$ cat config.mk
export PLATFORM = sky130hd
export DESIGN_NAME = dcache_array
export DESIGN_NICKNAME = d
export VERILOG_FILES = /design/src/verilog/cache_pkg.sv /design/src/verilog/dcache_array.sv
export SDC_FILE = /design/constraint.sdc
export NUM_CORES = 1
export LEC_CHECK = 0
export ABC_AREA = 1
export CELL_PAD_IN_SITES_DETAIL_PLACEMENT = 1
export CELL_PAD_IN_SITES_GLOBAL_PLACEMENT = 2
export CORE_ASPECT_RATIO = 1.5
export CORE_MARGIN = 8
export CORE_UTILIZATION = 26
export CTS_CLUSTER_DIAMETER = 120
export DETAILED_ROUTE_END_ITERATION = 8
export DONT_BUFFER_PORTS = 1
export PLACE_DENSITY = 0.5
export SYNTH_ARGS = -nofsm -noshare
export SYNTH_HDL_FRONTEND = slang
export SYNTH_SLANG_ARGS = --single-unit
$ cat constraint.sdc
create_clock -name CLK -period 1.4 [get_ports CLK]
set_input_delay 0.07 -clock CLK [delete_from_list [all_inputs] [get_ports CLK]]
set_output_delay 0.07 -clock CLK [all_outputs]
set_load 0.1 [all_outputs]
$ cat src/verilog/cache_pkg.sv
// Shared types and geometry for the data cache subsystem, referenced by scoped names
`default_nettype none

package cache_pkg;

  // Geometry
  localparam int NUM_WAYS = 2;
  localparam int NUM_SETS = 8;

  typedef logic [31:0] word_t;

  // Address split into tag, set index, word in block and byte in word
  typedef struct packed {
    logic [25:0] tag;
    logic [2:0]  idx;
    logic        blkoff;
    logic [1:0]  bytoff;
  } dcachef_t;

  // Same word seen whole for memory and split for lookup
  typedef union packed {
    word_t    raw;
    dcachef_t fields;
  } daddr_u;

  typedef struct packed {
    logic [25:0] tag;
    word_t [1:0] data;     // Word 0 at blkoff 0
    logic        valid;
    logic        dirty;
  } cache_frame_t;

  // Datapath side
  typedef struct packed {
    logic   ren;
    logic   wen;
    logic   halt;
    daddr_u addr;
    word_t  store;
  } dp_req_t;

  typedef struct packed {
    logic  hit;
    word_t load;
    logic  flushed;
  } dp_rsp_t;

  // Memory side
  typedef struct packed {
    logic  ren;
    logic  wen;
    word_t addr;
    word_t store;
  } mem_req_t;

  typedef struct packed {
    logic  dwait;
    word_t load;
  } mem_rsp_t;

  // Array write port
  typedef struct packed {
    logic         en;
    logic         way;
    logic [2:0]   idx;
    cache_frame_t frame;
  } arr_wr_t;

  // Lookup result for the addressed set
  typedef struct packed {
    cache_frame_t [NUM_WAYS-1:0] frame;
    logic [NUM_WAYS-1:0]         hit;
    logic                        lru;   // Way to evict next
  } arr_rd_t;

endpackage

`default_nettype wire

$ cat src/verilog/dcache_array.sv
// Two-way data cache storage with per-set LRU bits and tag compare, driven by dcache_ctrl
`timescale 1ns/1ps
`default_nettype none

module dcache_array (
  input  logic                CLK,
  input  logic                nRST,
  input  logic [2:0]          rd_idx,
  input  cache_pkg::arr_wr_t  wr,
  input  logic                lru_upd_en,
  input  logic                lru_upd_way,
  input  logic [25:0]         lookup_tag,
  output cache_pkg::arr_rd_t  rd
);

  // Tag and data storage per way and set
  logic [25:0]              tag_mem  [cache_pkg::NUM_WAYS][cache_pkg::NUM_SETS];
  cache_pkg::word_t [1:0]   data_mem [cache_pkg::NUM_WAYS][cache_pkg::NUM_SETS];

  // Control bits per frame
  logic [cache_pkg::NUM_WAYS-1:0][cache_pkg::NUM_SETS-1:0] valid;
  logic [cache_pkg::NUM_WAYS-1:0][cache_pkg::NUM_SETS-1:0] dirty;

  logic [cache_pkg::NUM_SETS-1:0] lru;   // Set bit names the victim way

  // Frame payload write
  always_ff @(posedge CLK) begin
    if (wr.en) begin
      tag_mem[wr.way][wr.idx]  <= wr.frame.tag;
      data_mem[wr.way][wr.idx] <= wr.frame.data;
    end
  end

  // State bits and LRU
  always_ff @(posedge CLK, negedge nRST) begin
    if (!nRST) begin
      valid <= '0;
      dirty <= '0;
      lru   <= '0;   // Way 0 goes first
    end else begin
      if (wr.en) begin
        valid[wr.way][wr.idx] <= wr.frame.valid;
        dirty[wr.way][wr.idx] <= wr.frame.dirty;
      end
      // A touched way makes the other one the victim
      if (lru_upd_en)
        lru[rd_idx] <= ~lru_upd_way;
    end
  end

  // Read both ways of the set and compare tags
  always_comb begin
    rd.lru = lru[rd_idx];
    for (int w = 0; w < cache_pkg::NUM_WAYS; w++) begin
      rd.frame[w].tag   = tag_mem[w][rd_idx];
      rd.frame[w].data  = data_mem[w][rd_idx];
      rd.frame[w].valid = valid[w][rd_idx];
      rd.frame[w].dirty = dirty[w][rd_idx];
      rd.hit[w]         = valid[w][rd_idx] && (tag_mem[w][rd_idx] == lookup_tag);
    end
  end

endmodule

`default_nettype wire

==> results of run 1 <==
==> cell families (layout without fill, tap and decap cells) <==
kind of cell,count (synthesis),count (layout),share of synthesized area (%)
AOI/OAI and AO/OA,869,869,8.43
and+or+nand+nor,1561,1561,10.7
buffers and inverters,745,1643,5.26
DFF,1480,1480,75.6
other,0,7,0
==> repair_timing <==
action                      CTS  global route
pin swaps                   248            29
setup endpoints to repair   187           919
hold endpoints to repair   2412             0
resized for setup           735           150
hold buffers                109             0
buffers inserted             26             1
cloned                       11             3
==> critical path, stage by stage <==
cell,delay (ns)
buf_16,0.36
clkinv_16,0.09
buf_12,0.16
buf_12,0.15
buf_4,0.15
nand2_1,0.05
nand3_1,0.06
nand2_1,0.07
inv_1,0.06
buf_4,0.12
nand3_1,0.16
buf_12,0.15
nand2_1,0.08
nor2_4,0.11
nand2_2,0.05
nor2_2,0.10
nand2_2,0.07
nor2_4,0.14
buf_12,0.18
==> through the flow <==
stage          util [%]  total power [mW]  cell area, sq um
2_1_floorplan         -              58.5             58800
3_3_place_gp       31.8              65.0             71300
3_5_place_dp       31.8              65.1             71300
4_1_cts            35.5               109             79500
5_1_grt            35.7               112             79900
6_report           35.7               108             79900
==> Yosys cell counts (17+ instances only) <==
library cell	count
nand2_1	821
buf_4	22
o221ai_1	38
nor2_1	489
o211ai_1	91
o22ai_1	92
o21ai_1	33
clkbuf_1	106
nand3_1	223
o21ai_0	456
a21oi_1	130
edfxtp_1	1440
a211o_1	17
inv_1	500
dfrtp_1	40
buf_2	80
==> layer usage <==
layer	wire length [um]	global-route usage (%)
met5	57	0
met3	9180	3.19
met4	7350	5.50
met2	112000	31.7
met1	90600	21.4
==> path summary, 6_finish.rpt <==
kind                       cells past startpoint         to        start
max                                           19      rd[1]    rd_idx[0]
min                                            2     lru[5]  lru_upd_way
max reg2reg                                    3     lru[7]       lru[7]
min reg2reg                                    2  dirty[10]    dirty[10]
max in group asynchronous                      3   valid[6]         nRST
min in group asynchronous                      3  valid[11]         nRST
==> area by class of cell <==
class	instances	share of cell area [%]
tap	3010	4.71
sequential	1480	55.3
multi-input combinational	2430	16.2
antenna	7	0.0219
inverter	512	2.46
clock inverter	67	0.662
clock buffer	212	5.52
timing repair buffer	852	15.1
==> power groups by stage <==
stage	registers [mW]	clock network [mW]	logic [mW]
floorplan	50.9	0	7.59
global placement	51.0	0	14.1
detailed placement	51.0	0	14.1
CTS	50.1	42.7	16.4
global route	50.2	44.1	17.4
finish	50.1	41.3	16.4
==> registers in the layout (all words and copies together), names as in the netlist <==
register and cells:
data_mem 1024, tag_mem 416, dirty 16, valid 16, lru 8
==> summary.txt, run 1 <==
Timing
  – Slew HR: 32.8%
  – Max Freq: 0.380 GHz
  – Setup TNS: -178.31 ns
  – Worst Tran Pin Value: 1.00 ns
  – Final max-slew violation count: 0
  – Fin worst setup slack: -1.23 ns
  – Final hold slack: 0.268 ns
  – Final min period: 2.63 ns
  – Number of setup violations in the final report: 775
  – RSZ-0062 raised after global routing: yes
  – Final Hold Violating Endpoints: 0
  – Period Utilization, post-route: 188%
  – Fin Clk Skew: 0 ns

Clocking
  – Worst skew pair latency: 0.75 ns
  – TritonCTS Buffers: 167
  – H-tree depth: 4
  – Clock slew seen by the registers of the worst setup and hold paths: 0.06 ns
  – Clock Sinks: 1,480
  – TritonCTS clock tree: built
  – Clock buffer depth: 4
  – Root Driver: clkbuf_16

Floorplanning
  – Core area: 224,000 sq um
  – Starting Density: 26.1%
  – FP Rows: 213
  – Die width: 403 um
  – Die height: 597 um
  – Die Area: 241,000 sq um
  – Num ports: 317

Final layout
  – Most frequent cells in the layout: 1,440 x edfxtp_1, 728 x nand2_1, 440 x inv_1
  – FILL cells: 23,400
  – Share of layout cells above drive strength 1: 25.4%
  – Nets: 5,573
  – Seq. cell area: 44,200 sq um
  – Layout area overhead: 36.7%
  – Non-Filler Instances: 8,570
  – Multi-input gate area: 13,000 sq um
  – Most common cell after layout, fill and taps aside: edfxtp_1

Synth
  – YS warnings: 0
  – Number of synthesized flops with an enable pin: 1,440
  – Async SR Flop Fraction: 2.70%
  – Synth Register Bits: 1,480
  – Yosys top cell area share: 73.9%
  – Seq/Total Area, Yosys: 75.6%
  – Syn Area/Cell: 12.6 sq um
  – Synth Flop Type: edfxtp_1
  – Synth area leader: edfxtp_1
  – Largest cells by area after synthesis: edfxtp_1 74%, nand2_1 5.3%, o21ai_0 3.9%
  – Mapped Nets: 4,785
  – Netlist Area Pre-Place: 58,500 sq um
  – Mapped Cells: 4,655
  – Yosys cell types: 34

Detailed routing
  – Avg Vias per Cell: 4.54
  – DRT Wirelength: 220,000 um
  – DRC violations left: 0
  – Post-route ant nets: 0
  – First-pass DRT Iterations: 5
  – Initial DRC Count: 2,204
  – Avg WL per Cell: 25.6 um
  – Vias: 38,900

Worst setup path
  – Critical Path AT: 2.56 ns
  – R2R Setup Slk: 0.18 ns
  – Req. time, crit path: 1.33 ns
  – Critical path peak fanout: 101
  – Setup crit start kind: input port
  – WS Path Type: input port to primary output
  – Worst Setup End Kind: primary output

Placement
  – HPWL after detailed placement: 142,000 um
  – GPL Wtd Cong: 0.760
  – Input/output buffers: 0
  – Post-Place Setup Slack: -1.40 ns
  – Cells after DPL: 8,159

Pwr
  – Internal power: 78.8 mW
  – Clk pwr share: 38.3%
  – Comb pwr share: 15.2%
  – Max IR drop VDD: 960 uV
  – Switching Share: 26.9%
  – Pwr/cell area: 1350 nW/um^2
  – Sequential power share: 46.5%
  – Sw Pwr: 29.0 mW
  – Leak pwr: 29.2 nW

GRT
  – Vias in the first global route: 41,300
  – Initial antenna violation count: 19
  – Grt ovf: 0
  – GRT Total Usage: 17.7%
  – First-pass GRT wire length: 311,000 um
  – Largest net degree at the start of global routing: 641

Outcome
  – Status: complete, but fails checks
  – Failing checks: setup timing

Job
  – Max Cap Violations: 0

Min path
  – Hold/Removal Path Class: input port to register
(Power assumes the default switching activity.)
==> run 2, diff against run 1 <==
--- a/config.mk
+++ b/config.mk
@@ -15,6 +15,7 @@
 export DETAILED_ROUTE_END_ITERATION = 8
 export DONT_BUFFER_PORTS = 1
 export PLACE_DENSITY = 0.5
+export SETUP_SLACK_MARGIN = 0.05
 export SYNTH_ARGS = -nofsm -noshare
 export SYNTH_HDL_FRONTEND = slang
 export SYNTH_SLANG_ARGS = --single-unit
==> summary.txt, run 2 (synthesis results as in run 1) <==
Worst setup path
  – Setup crit start: tag_mem[0][9]
  – Critical Path AT: 2.62 ns (+0.06 ns)
  – Reg2reg end: lru[7]
  – Critical path peak fanout: 2 (-98%)
  – Req. time, crit path: 1.33 ns (about the same)
  – Worst Setup End Kind: primary output
  – RR Startpoint: lru[7]
  – Worst Setup EP: rd[1]
  – R2R Setup Slk: 0.17 ns (about the same)
  – Cell count of the worst reg-to-reg path: 3 (unchanged)
  – WS Path Type: register to primary output
  – Setup crit start kind: register

GRT
  – Initial antenna violation count: 18 (-1)
  – First-pass GRT wire length: 313,000 um (+0.88%)
  – Largest net degree at the start of global routing: 641 (unchanged)
  – Grt ovf: 0 (unchanged)
  – GRT Total Usage: 17.9% (+0.21 points)
  – Vias in the first global route: 41,400 (+0.47%)

Timing
  – Number of setup violations in the final report: 187 (-76%)
  – Fin worst setup slack: -1.29 ns (-0.0617 ns)
  – Max Freq: 0.371 GHz (-2.3%)
  – Fin Clk Skew: 0 ns (unchanged)
  – Period Utilization, post-route: 192% (+4.4 points)
  – RSZ-0062 raised after global routing: yes
  – Final Hold Violating Endpoints: 0 (unchanged)
  – Slew HR: -27.0% (-60 points)
  – Final max-slew violation count: 183 (+183)
  – Worst Tran Pin Value: 1.91 ns (+0.901 ns)
  – Final min period: 2.69 ns (+0.0617 ns)

Clocking
  – Clock buffer depth: 4 (unchanged)
  – Worst skew pair latency: 0.76 ns (about the same)
  – Root Driver: clkbuf_16
  – TritonCTS Buffers: 167 (unchanged)
  – TritonCTS clock tree: built
  – Clock slew seen by the registers of the worst setup and hold paths: 0.06 ns (about the same)
  – H-tree depth: 4 (unchanged)
  – Clock Sinks: 1,480 (unchanged)

Pwr
  – Pwr/cell area: 1290 nW/um^2 (-4.3%)
  – Max IR drop VDD: 960 uV (about the same)
  – Leak pwr: 30.9 nW (+5.8%)

Final layout
  – Most frequent cells in the layout: 1,440 x edfxtp_1, 680 x nand2_1, 423 x inv_1
  – Post-route cell area: 84,500 sq um (+5.7%)
  – Max FFs per register: 1,024 (unchanged)
  – Most common cell after layout, fill and taps aside: edfxtp_1
  – Largest regs: data_mem (1024), tag_mem (416)
  – Largest reg by FF count: data_mem
  – Layout area overhead: 44.4%
  – Share of layout cells above drive strength 1: 33.1% (+7.7 points)
  – Nets: 5,682 (+2.0%)
  – FILL cells: 23,000 (-1.8%)

Outcome
  – Failing checks: slew limit, setup timing
  – Status: complete, but fails checks

Placement
  – GPL Wtd Cong: 0.760 (unchanged)
  – HPWL after detailed placement: 142,000 um (unchanged)
  – Area after DPL: 71,300 sq um (unchanged)
  – Input/output buffers: 0 (unchanged)
  – Post-Place Setup Slack: -1.40 ns (unchanged)

Min path
  – Critical hold path startpoint: wr[94]
  – Hold/Removal Path Class: input port to register

Detailed routing
  – Post-route ant nets: 0 (unchanged)
  – Initial DRC Count: 2,134 (-3.2%)
  – DRT Wirelength: 228,000 um (+4.0%)
  – Avg Vias per Cell: 4.56 (+0.50%)
  – DRC violations left: 0 (unchanged)
  – Avg WL per Cell: 26.3 um (+2.6%)
  – Vias: 39,600 (+1.8%)
  – First-pass DRT Iterations: 5 (unchanged)

Floorplanning
  – Die width: 403 um (unchanged)
  – Die Area: 241,000 sq um (unchanged)
  – Starting Density: 26.1% (unchanged)
  – Die height: 597 um (unchanged)
  – Core area: 224,000 sq um (unchanged)
  – FP Rows: 213 (unchanged)
  – Num ports: 317 (unchanged)

Job
  – Max Cap Violations: 0 (unchanged)
[run 2: cell type report]
cell class	count	area (sq um)	area share, %
Antenna cell	9	22.5	0.0267
Timing Repair Buffer	961	14300	16.9
Tap cell	3010	3770	4.46
Sequential cell	1480	44200	52.4
Clock inverter	67	529	0.626
Multi-Input combinational cell	2430	15300	18.1
Inverter	512	1990	2.36
Clock buffer	212	4410	5.22
[run 2: power breakdown]
part	internal, mW	total [mW]	switching [mW]
registers	49.8	50.1	0.367
clock network	23.3	41.3	18.0
logic	6.58	17.5	10.9
[run 2: how the worst min path moves through the flow]
stage | end | slack, ns | cells after the start
after floorplan | dirty[0] | -0.23 | 0
after global placement | dirty[11] | -0.22 | 0
after detailed placement | valid[11] | -0.22 | 0
after CTS | lru[3] | 0.18 | 2
final | data_mem[0][372] | 0.20 | 5
after global routing | data_mem[1][319] | 0.19 | 4
[run 2: routing by layer]
| metal | routed length [um] | vias to the layer above | track usage [%] |
|---|---|---|---|
| met5 | 57 | - | 0 |
| met4 | 6760 | 10 | 5.53 |
| met3 | 9340 | 275 | 3.27 |
| met2 | 119000 | 683 | 32.2 |
| met1 | 93600 | 20500 | 21.6 |
| li1 | - | 18100 | - |
[run 2: what timing repair did]
action,in CTS,in global routing
hold buffers,109,1
setup buffers,34,68
endpoints found under the setup margin,187,1204
pin swaps,164,415
resized for setup,578,1018
gates cloned,23,44
endpoints found under the hold margin,2412,1
[run 2: worst max-delay path, stage by stage (launching register included)]
cell      delay [ns]
edfxtp_1        0.32
inv_1           0.04
nand2_1         0.07
nand3_2         0.11
nand2_2         0.10
nor2_4          0.06
buf_4           0.13
nand2_4         0.08
nand2_2         0.07
nor2_4          0.29
nand2_2         0.10
nor2_4          0.09
nand2_2         0.06
nor2_4          0.14
buf_12          0.18
[run 2: stage by stage]
step                hold WS (ns)   TNS, ns  instances  total power, mW  util (%)
detailed placement        -0.217   -136.82       8159             65.1      31.8
finish                     0.198   -174.15       8681              109      37.7
global route               0.194   -170.69       8678              113      37.7
floorplan                 -0.226  -1393.85       4655             58.5         -
global placement          -0.217   -132.48       8159             65.0      31.8
CTS                        0.179   -154.69       8593              109      35.5
