===== src/verilog/cache_pkg.sv =====
// Shared types and geometry for the data cache subsystem, referenced by scoped names
`default_nettype none

package cache_pkg;

  // Geometry
  localparam int NUM_WAYS = 2;
  localparam int NUM_SETS = 8;

  typedef logic [31:0] word_t;

  // Address split into tag, set index, word in block and byte in word
  typedef struct packed {
    logic [25:0] tag;
    logic [2:0]  idx;
    logic        blkoff;
    logic [1:0]  bytoff;
  } dcachef_t;

  // Same word seen whole for memory and split for lookup
  typedef union packed {
    word_t    raw;
    dcachef_t fields;
  } daddr_u;

  typedef struct packed {
    logic [25:0] tag;
    word_t [1:0] data;     // Word 0 at blkoff 0
    logic        valid;
    logic        dirty;
  } cache_frame_t;

  // Datapath side
  typedef struct packed {
    logic   ren;
    logic   wen;
    logic   halt;
    daddr_u addr;
    word_t  store;
  } dp_req_t;

  typedef struct packed {
    logic  hit;
    word_t load;
    logic  flushed;
  } dp_rsp_t;

  // Memory side
  typedef struct packed {
    logic  ren;
    logic  wen;
    word_t addr;
    word_t store;
  } mem_req_t;

  typedef struct packed {
    logic  dwait;
    word_t load;
  } mem_rsp_t;

  // Array write port
  typedef struct packed {
    logic         en;
    logic         way;
    logic [2:0]   idx;
    cache_frame_t frame;
  } arr_wr_t;

  // Lookup result for the addressed set
  typedef struct packed {
    cache_frame_t [NUM_WAYS-1:0] frame;
    logic [NUM_WAYS-1:0]         hit;
    logic                        lru;   // Way to evict next
  } arr_rd_t;

endpackage

`default_nettype wire


===== src/verilog/dcache_ctrl.sv =====
// Data cache controller for hits, write-back, block fill, halt flush and hit/miss counters
`timescale 1ns/1ps
`default_nettype none

module dcache_ctrl (
  input  logic                CLK,
  input  logic                nRST,
  input  cache_pkg::dp_req_t  req,
  output cache_pkg::dp_rsp_t  rsp,
  input  cache_pkg::arr_rd_t  rd,
  output logic [2:0]          rd_idx,
  output logic [25:0]         lookup_tag,
  output cache_pkg::arr_wr_t  wr,
  output logic                lru_upd_en,
  output logic                lru_upd_way,
  output cache_pkg::mem_req_t mreq,
  input  cache_pkg::mem_rsp_t mrsp,
  output cache_pkg::word_t    hit_count,
  output cache_pkg::word_t    miss_count
);

  typedef enum logic [3:0] {
    IDLE,
    WB0,
    WB1,
    FILL0,
    FILL1,
    FLUSH_SCAN,
    FLUSH_WB0,
    FLUSH_WB1,
    FLUSHED
  } state_t;

  state_t                  state;
  state_t                  next_state;
  logic [3:0]              count;        // Flush position with the way in bit 3
  logic [3:0]              next_count;
  logic                    missed;       // Current request already missed
  logic                    access;
  logic                    idle_acc;
  logic                    hit_any;
  logic                    hit_way;
  logic                    hit_inc;
  logic                    miss_inc;
  logic                    flushing;
  logic                    sel_way;
  cache_pkg::cache_frame_t sel_frame;
  cache_pkg::cache_frame_t hit_frame;
  cache_pkg::word_t        fill_buf;     // First fill word
  cache_pkg::daddr_u       mem_addr;

  assign access     = req.ren | req.wen;
  assign idle_acc   = (state == IDLE) && access;
  assign hit_any    = |rd.hit;
  assign hit_way    = rd.hit[1];
  assign hit_inc    = idle_acc && hit_any && !missed;
  assign miss_inc   = idle_acc && !hit_any;
  assign flushing   = state inside {FLUSH_SCAN, FLUSH_WB0, FLUSH_WB1};

  // Flush walks the array, otherwise the request picks the set
  assign rd_idx     = flushing ? count[2:0] : req.addr.fields.idx;
  assign lookup_tag = req.addr.fields.tag;
  assign sel_way    = flushing ? count[3] : rd.lru;
  assign sel_frame  = rd.frame[sel_way];
  assign hit_frame  = rd.frame[hit_way];

  always_ff @(posedge CLK, negedge nRST) begin
    if (!nRST) begin
      state      <= IDLE;
      count      <= '0;
      missed     <= 1'b0;
      hit_count  <= '0;
      miss_count <= '0;
    end else begin
      state <= next_state;
      count <= next_count;
      if (miss_inc)
        missed <= 1'b1;
      else if (idle_acc && hit_any)
        missed <= 1'b0;
      if (!req.halt) begin   // Counters frozen during halt
        if (hit_inc)
          hit_count <= hit_count + 32'd1;
        if (miss_inc)
          miss_count <= miss_count + 32'd1;
      end
    end
  end

  always_ff @(posedge CLK) begin
    if (state == FILL0 && !mrsp.dwait)
      fill_buf <= mrsp.load;
  end

  always_comb begin
    next_state             = state;
    next_count             = count;
    rsp                    = '0;
    mreq                   = '0;
    mem_addr.raw           = req.addr.raw;
    mem_addr.fields.bytoff = 2'b00;
    wr.en                  = 1'b0;
    wr.way                 = sel_way;
    wr.idx                 = rd_idx;
    wr.frame               = sel_frame;
    lru_upd_en             = 1'b0;
    lru_upd_way            = hit_way;

    case (state)
      IDLE: begin
        if (access) begin
          if (hit_any) begin
            rsp.hit    = 1'b1;
            rsp.load   = hit_frame.data[req.addr.fields.blkoff];
            lru_upd_en = 1'b1;
            if (req.wen) begin
              wr.en                                 = 1'b1;
              wr.way                                = hit_way;
              wr.frame                              = hit_frame;
              wr.frame.data[req.addr.fields.blkoff] = req.store;
              wr.frame.dirty                        = 1'b1;
            end
          end else if (sel_frame.dirty) begin
            next_state = WB0;   // Victim must go back first
          end else begin
            next_state = FILL0;
          end
        end else if (req.halt) begin
          next_state = FLUSH_SCAN;
          next_count = '0;
        end
      end

      // Victim or flushed block goes back to memory word by word
      WB0, WB1, FLUSH_WB0, FLUSH_WB1: begin
        mem_addr.fields.tag    = sel_frame.tag;
        mem_addr.fields.idx    = rd_idx;
        mem_addr.fields.blkoff = (state == WB1) || (state == FLUSH_WB1);
        mreq.wen               = 1'b1;
        mreq.store             = sel_frame.data[mem_addr.fields.blkoff];
        if (!mrsp.dwait) begin
          case (state)
            WB0:       next_state = WB1;
            WB1:       next_state = FILL0;
            FLUSH_WB0: next_state = FLUSH_WB1;
            default: begin
              wr.en          = 1'b1;   // Block is clean in memory now
              wr.frame.dirty = 1'b0;
              next_count     = count + 4'd1;
              next_state     = (count == 4'd15) ? FLUSHED : FLUSH_SCAN;
            end
          endcase
        end
      end

      // Whole block read with the frame written on the second word
      FILL0, FILL1: begin
        mem_addr.fields.blkoff = (state == FILL1);
        mreq.ren               = 1'b1;
        if (!mrsp.dwait) begin
          if (state == FILL0) begin
            next_state = FILL1;
          end else begin
            wr.en            = 1'b1;
            wr.frame.tag     = req.addr.fields.tag;
            wr.frame.data[0] = fill_buf;
            wr.frame.data[1] = mrsp.load;
            wr.frame.valid   = 1'b1;
            wr.frame.dirty   = 1'b0;
            next_state       = IDLE;   // Request retries as a hit
          end
        end
      end

      FLUSH_SCAN: begin
        if (sel_frame.dirty)
          next_state = FLUSH_WB0;
        else if (count == 4'd15)
          next_state = FLUSHED;
        else
          next_count = count + 4'd1;
      end

      FLUSHED: rsp.flushed = 1'b1;   // Held until reset

      default: next_state = IDLE;
    endcase

    mreq.addr = mem_addr.raw;
  end

endmodule

`default_nettype wire


===== config.mk =====
export PLATFORM = sky130hd
export DESIGN_NAME = dcache_ctrl
export DESIGN_NICKNAME = d
export VERILOG_FILES = /design/src/verilog/cache_pkg.sv /design/src/verilog/dcache_ctrl.sv
export SDC_FILE = /design/constraint.sdc
export NUM_CORES = 1
export LEC_CHECK = 0
export BUFFER_PORTS_ARGS = -buffer_cell sky130_fd_sc_hd__buf_2
export CORE_AREA = 2 2 228 230
export CTS_CLUSTER_SIZE = 28
export DETAILED_ROUTE_END_ITERATION = 10
export DIE_AREA = 0 0 230 232
export GPL_ROUTABILITY_DRIVEN = 0
export PLACE_DENSITY_LB_ADDON = 0.3
export REMOVE_ABC_BUFFERS = 1
export SYNTH_ARGS = -nofsm -noshare
export SYNTH_HDL_FRONTEND = slang
export SYNTH_SLANG_ARGS = --single-unit

===== constraint.sdc =====
create_clock -name CLK -period 7.55 [get_ports CLK]
set_input_delay 1.51 -clock CLK [delete_from_list [all_inputs] [get_ports CLK]]
set_output_delay 1.51 -clock CLK [all_outputs]
set_load 0.01 [all_outputs]

==> impl_metrics.env, run 1 <==
export IMPL_coreArea_um2=50890
export IMPL_clkTransAtPathRegs_ns=0.07
export IMPL_max_slew_worst_pin_slew_ns=1.094
export IMPL_post_cts_buffers=0
export IMPL_dpl_hpwl_um=37800
export IMPL_pwr_share_comb_pct=68.3
export IMPL_dieArea_um2=53360
export IMPL_rsz0062_at_grt="no"
export IMPL_min_path_type="reg2reg"
export IMPL_grt_pass1_vias=11080
export IMPL_ios=581
export IMPL_synth_common_cells="mux2i_1 (184), nand2_1 (126), nor2_1 (119)"
export IMPL_num_rows=83
export IMPL_synth_most_common_cell="mux2i_1"
export IMPL_drtIter0Drc=714
export IMPL_worstSetupPathType="in2out"
export IMPL_vias=11570
export IMPL_dp_cells=2350
export IMPL_drc=0
export IMPL_antenna_found_initial=14
export IMPL_yosys_warnings=0
export IMPL_cts_hold_buf=0
export IMPL_setup_viol=0
export IMPL_critPathLaunchType="input port"
export IMPL_synthCells=1206
export IMPL_power_density_nw_per_um2=278.6
export IMPL_die_w_um=230
export IMPL_swShare_pct=51.33
export IMPL_syn_area_per_cell_um2=8.691
export IMPL_synth_distinct_cells=56
export IMPL_initial_utilization_pct=20.60
export IMPL_syn_area_um2=10480
export IMPL_wl_per_cell_um=20.92
export IMPL_path_max_fanout=46
export IMPL_slew_headroom_pct=27.05
export IMPL_synthFlopType="dfrtp_1"
export IMPL_max_freq_mhz=186.7
export IMPL_finalMaxSlewViolations=0
export IMPL_p_leak_nw=6.827
export IMPL_synth_area_leaders="mux2i_1 (18%), dfrtp_1 (17%), edfxtp_1 (9.2%), mux4_2 (6.9%), o221ai_1 (4.8%)"
export IMPL_ant_nets=0
export IMPL_ys_async_sr_fraction_pct=69.52
export IMPL_routed_wl_um=49620
export IMPL_cts_root_buf="clkbuf_16"
export IMPL_power_net_switching_mw=2.025
export IMPL_io_buffers=576
export IMPL_drive_gt1_share_pct=41.10
export IMPL_synth_seq_area_share_pct=26.60
export IMPL_clock_path_buffers=2
export IMPL_final_area_um2=14160
export IMPL_clock_sinks=105
export IMPL_synth_edff_count=32
export IMPL_cts_buffers_inserted=9
export IMPL_grt_usage_pct=17.68
export IMPL_finalHoldViolCount=0
export IMPL_power_frac_seq_pct=18.4
export IMPL_cp_end_kind="output pin"
export IMPL_place_area_um2=13830
export IMPL_cts_tree="done"
export IMPL_period_share_pct=70.94
export IMPL_stdcell_count=2372
export IMPL_peakVddDrop_uv=196.6
export IMPL_power_frac_clock_pct=13.2
export IMPL_fin_crit_ns=5.356
export IMPL_arrival_ns=3.85
export IMPL_grt_pass1_wl_um=71480
export IMPL_firstDrtPassIters=5
export IMPL_grt_max_degree=99
export IMPL_finalNetCount=1973
export IMPL_chipHeight_um=232
export IMPL_internal_power_mw=1.920
export IMPL_globalRouteOverflowTotal=0
export IMPL_cts_resized=0
export IMPL_yosysTopAreaCell="mux2i_1"
export IMPL_status="completed"
export IMPL_synth_seq_cells=105
export IMPL_htreeDepth=3
export IMPL_maxCapViolations=0
export IMPL_critPathRequiredTime_ns=6.04
export IMPL_syn2layout_area_growth_pct=35.06
export IMPL_synth_top_cell_area_share_pct=17.57
export IMPL_clk_latency_ns=0.39
export IMPL_vias_per_cell=4.879
export IMPL_fin_skew_ns=0.01448
[state kept, by name (all words and copies together), names as in the netlist]
signal and count:
hit_count 32, miss_count 32, count 4, fill_buf 32
state 4, missed 1
[cell type report]
| type | instances | area [um^2] |
|---|---|---|
| clock inverters | 5 | 51.30 |
| multi-input cells | 963 | 7088 |
| diodes | 6 | 15.01 |
| repair buffers | 592 | 3062 |
| inverters | 10 | 37.54 |
| clock buffers | 11 | 264.0 |
| fillers | 5553 | 36730 |
| flip-flops and latches | 105 | 2788 |
| well taps | 680 | 850.8 |
[kinds of logic (layout without fill, tap and decap cells)]
kind of cell,Yosys count,after routing,share of synthesized area (%)
AND/OR/NAND/NOR,389,389,17.58
AO/OA/AOI/OAI,258,258,15.90
multiplexers,248,248,27.89
buffers and inverters,139,618,6.375
flip-flops,105,105,26.60
XOR/XNOR,63,63,5.264
adder cells (fa/ha/maj),3,3,0.3582
other,1,8,0.03578
[placed cells by master, fill, tap and decap left out, types with 18 or more instances in the layout]
cell type and instances:
buf_2 574, mux2i_1 183, nand2_1 126, nor2_1 118
dfrtp_1 73, a21oi_1 72, o21ai_0 69, o221ai_1 58
nor2b_1 45, xnor2_1 45, a211oi_1 43, mux2_2 32
mux4_2 32, edfxtp_1 32, nand3_1 29, xor2_1 18
[metrics by stage]
stage / hold slack, ns / util [%] / setup TNS [ns] / power [mW] / setup slack, ns
floorplan: 0.4442 / - / -428.98 / 2.263 / -3.366
global placement: 0.4580 / 27.17 / 0 / 3.446 / 2.199
detailed placement: 0.4646 / 27.17 / 0 / 3.460 / 2.187
CTS: 0.4777 / 27.79 / 0 / 4.017 / 2.179
global route: 0.4959 / 27.81 / 0 / 4.221 / 2.061
finish: 0.4743 / 27.82 / 0 / 3.945 / 2.194
[path summary, 6_finish.rpt]
path                                 from              to  slack, ns  cells after the start
max                                 rd[2]          wr[20]       2.19                      8
min                        miss_count[31]  miss_count[31]       0.47                      1
max reg2reg                      state[1]   hit_count[18]       4.37                      6
min reg2reg                miss_count[31]  miss_count[31]       0.47                      1
max in group asynchronous            nRST        state[0]       5.58                      2
min in group asynchronous            nRST  miss_count[30]       1.36                      2
[power groups by stage]
| stage | Sequential (mW) | Combinational [mW] | Clock [mW] |
|---|---|---|---|
| 2_1_floorplan | 0.725 | 1.54 | 0 |
| 3_3_place_gp | 0.737 | 2.71 | 0 |
| 3_5_place_dp | 0.737 | 2.72 | 0 |
| 4_1_cts | 0.726 | 2.73 | 0.560 |
| 5_1_grt | 0.738 | 2.91 | 0.575 |
| 6_report | 0.727 | 2.70 | 0.522 |
[worst max-delay path: stages]
cell and delay, ns:
buf_6 0.18, or2_2 0.35, nand3_4 0.30, buf_4 0.57, a211oi_1 0.10, a21oi_1 0.17
o21ai_0 0.31, buf_2 0.27
[layer usage]
layer | track usage [%] | vias up | routed length, um
li1 | - | 5362 | -
met1 | 22.23 | 5666 | 20780
met2 | 28.72 | 464 | 23680
met3 | 5.034 | 70 | 3621
met4 | 6.512 | 12 | 1447
met5 | 0 | - | 85
No activity file was read; power rests on OpenSTA's default activity.
==> inputs of run 2 (changes only) <==
==> constraint.sdc (replaced) <==
create_clock -name CLK -period 4.45 [get_ports CLK]
set_input_delay 0.89 -clock CLK [delete_from_list [all_inputs] [get_ports CLK]]
set_output_delay 0.89 -clock CLK [all_outputs]
set_load 0.01 [all_outputs]
==> impl_metrics.env, run 2 (same netlist as run 1, synthesis figures left out) <==
export IMPL_setup_viol=0
export IMPL_grt_pass1_wl_um=71730
export IMPL_ff2ff_setup_slack_ns=1.26
export IMPL_ant_nets=0
export IMPL_routed_wl_um=49630
export IMPL_reg2reg_to="hit_count[18]"
export IMPL_cp_end_kind="output pin"
export IMPL_die_w_um=230
export IMPL_cts_resized=0
export IMPL_final_area_um2=14310
export IMPL_whs_path_depth=1
export IMPL_syn2layout_area_growth_pct=36.52
export IMPL_place_area_um2=13980
export IMPL_vias=11590
export IMPL_cts_buffers_inserted=9
export IMPL_finalNetCount=1985
export IMPL_p_leak_nw=6.914
export IMPL_drive_gt1_share_pct=41.52
export IMPL_slew_headroom_pct=29.00
export IMPL_min_path_type="reg2reg"
export IMPL_rr_startpoint="state[1]"
export IMPL_critPathRequiredTime_ns=3.56
export IMPL_fin_crit_ns=4.064
export IMPL_clk_latency_ns=0.39
export IMPL_wl_per_cell_um=20.84
export IMPL_rsz0062_at_grt="no"
export IMPL_path_max_fanout=52
export IMPL_peakVddDrop_uv=310.7
export IMPL_max_freq_mhz=246.0
export IMPL_firstDrtPassIters=5
export IMPL_num_rows=83
export IMPL_dp_cells=2362
export IMPL_period_share_pct=91.34
export IMPL_regArea_um2=2788
export IMPL_final_cell_mix="buf_2 (574), mux2i_1 (183), nand2_1 (126)"
export IMPL_arrival_ns=3.17
export IMPL_cts_tree="done"
export IMPL_power_density_nw_per_um2=477.8
export IMPL_dpl_hpwl_um=38360
export IMPL_cts_hold_buf=0
export IMPL_htreeDepth=3
export IMPL_setup_slack_ns=0.3855
export IMPL_grt_usage_pct=17.63
export IMPL_post_cts_buffers=0
export IMPL_crit_start="state[0]"
export IMPL_multi_input_comb_area_um2=7088
export IMPL_dieArea_um2=53360
export IMPL_grt_max_degree=79
export IMPL_finalHoldViolCount=0
export IMPL_clock_path_buffers=2
export IMPL_path_common_cell="nor2_1"
export IMPL_max_slew_worst_pin_slew_ns=1.065
export IMPL_worstHoldStart="hit_count[31]"
export IMPL_maxCapViolations=0
export IMPL_initial_utilization_pct=20.60
export IMPL_clkTransAtPathRegs_ns=0.08
export IMPL_drc=0
export IMPL_critPathLaunchType="flip-flop"
export IMPL_finalMaxSlewViolations=0
export IMPL_final_common_cell="buf_2"
export IMPL_crit_chain="nor2_1 > nor2_1 > mux2i_4 > buf_12 > mux2i_1 > nor2b_1 > a211oi_1 > buf_2"
export IMPL_io_buffers=576
export IMPL_worstSetupPathType="reg2out"
export IMPL_vias_per_cell=4.867
export IMPL_fillers=5565
export IMPL_cpMaxStageDelayCell="dfrtp_1"
export IMPL_coreArea_um2=50890
export IMPL_clock_sinks=105
export IMPL_stdcell_count=2382
export IMPL_dpl_worst_slack_ns=0.7557
export IMPL_worst_r2r_cell_count=7
export IMPL_status="completed"
export IMPL_hold_end="hit_count[31]"
export IMPL_fin_skew_ns=0.01463
export IMPL_cts_root_buf="clkbuf_16"
export IMPL_chipHeight_um=232
export IMPL_globalRouteOverflowTotal=0
export IMPL_grt_pass1_vias=11180
export IMPL_drtIter0Drc=798
export IMPL_ios=581
export IMPL_reg_top3="fill_buf: 32 flops, hit_count: 32 flops, miss_count: 32 flops"
export IMPL_critical_path_max_stage_delay_ns=0.68
export IMPL_antenna_found_initial=11
[run 2: changes by cell type in the layout (fill, tap and decap cells not counted), sizes merged]
cell    before  now
diode        6    4
clkinv       2    0
bufinv       0    1
inv         13   14
buf        592  604
[run 2: power by group]
group          switching (mW)  total (mW)  internal [mW]
combinational            2.90        4.69           1.79
sequential              0.122        1.22           1.10
clock                   0.446       0.925          0.479
total                    3.47        6.84           3.37
[run 2: area by class of cell]
class / count / area share [%]
well taps: 680 / 5.946
inverters: 10 / 0.2623
clock buffers: 11 / 1.766
flip-flops and latches: 105 / 19.48
clock inverters: 5 / 0.4722
multi-input cells: 963 / 49.54
repair buffers: 604 / 22.46
diodes: 4 / 0.06995
[run 2: layer usage]
metal	vias to the layer above	wire, um	GRT usage (%)
met4	10	1169	5.081
met1	5668	20870	21.87
li1	5392	-	-
met2	461	23710	29.69
met5	-	74	0
met3	62	3796	4.985
[run 2: stage by stage]
step / util, % / setup TNS, ns / hold slack [ns] / total power, mW
floorplan: - / -807.10 / 0.4442 / 3.840
global placement: 27.47 / 0 / 0.4557 / 5.942
detailed placement: 27.47 / 0 / 0.4603 / 5.960
CTS: 28.10 / 0 / 0.4781 / 6.926
global route: 28.10 / 0 / 0.4919 / 7.288
finish: 28.12 / 0 / 0.4731 / 6.836
[run 2: worst max-delay path by stage]
stage | to | slack (ns) | depth (start not counted)
global placement | rsp[10] | 0.79 | 5
finish | mreq[8] | 0.39 | 8
CTS | mreq[8] | 0.37 | 8
floorplan | wr[1] | -5.82 | 6
detailed placement | wr[58] | 0.76 | 9
global route | mreq[36] | 0.25 | 7
[run 2: worst max-delay path, delay by kind of cell (launching register included)]
kind	cells	cell delay [ns]
muxes	2	0.52
buffers and inverters	2	0.56
DFF	1	0.68
AOI/OAI and AO/OA	1	0.37
and+or+nand+nor	3	0.57
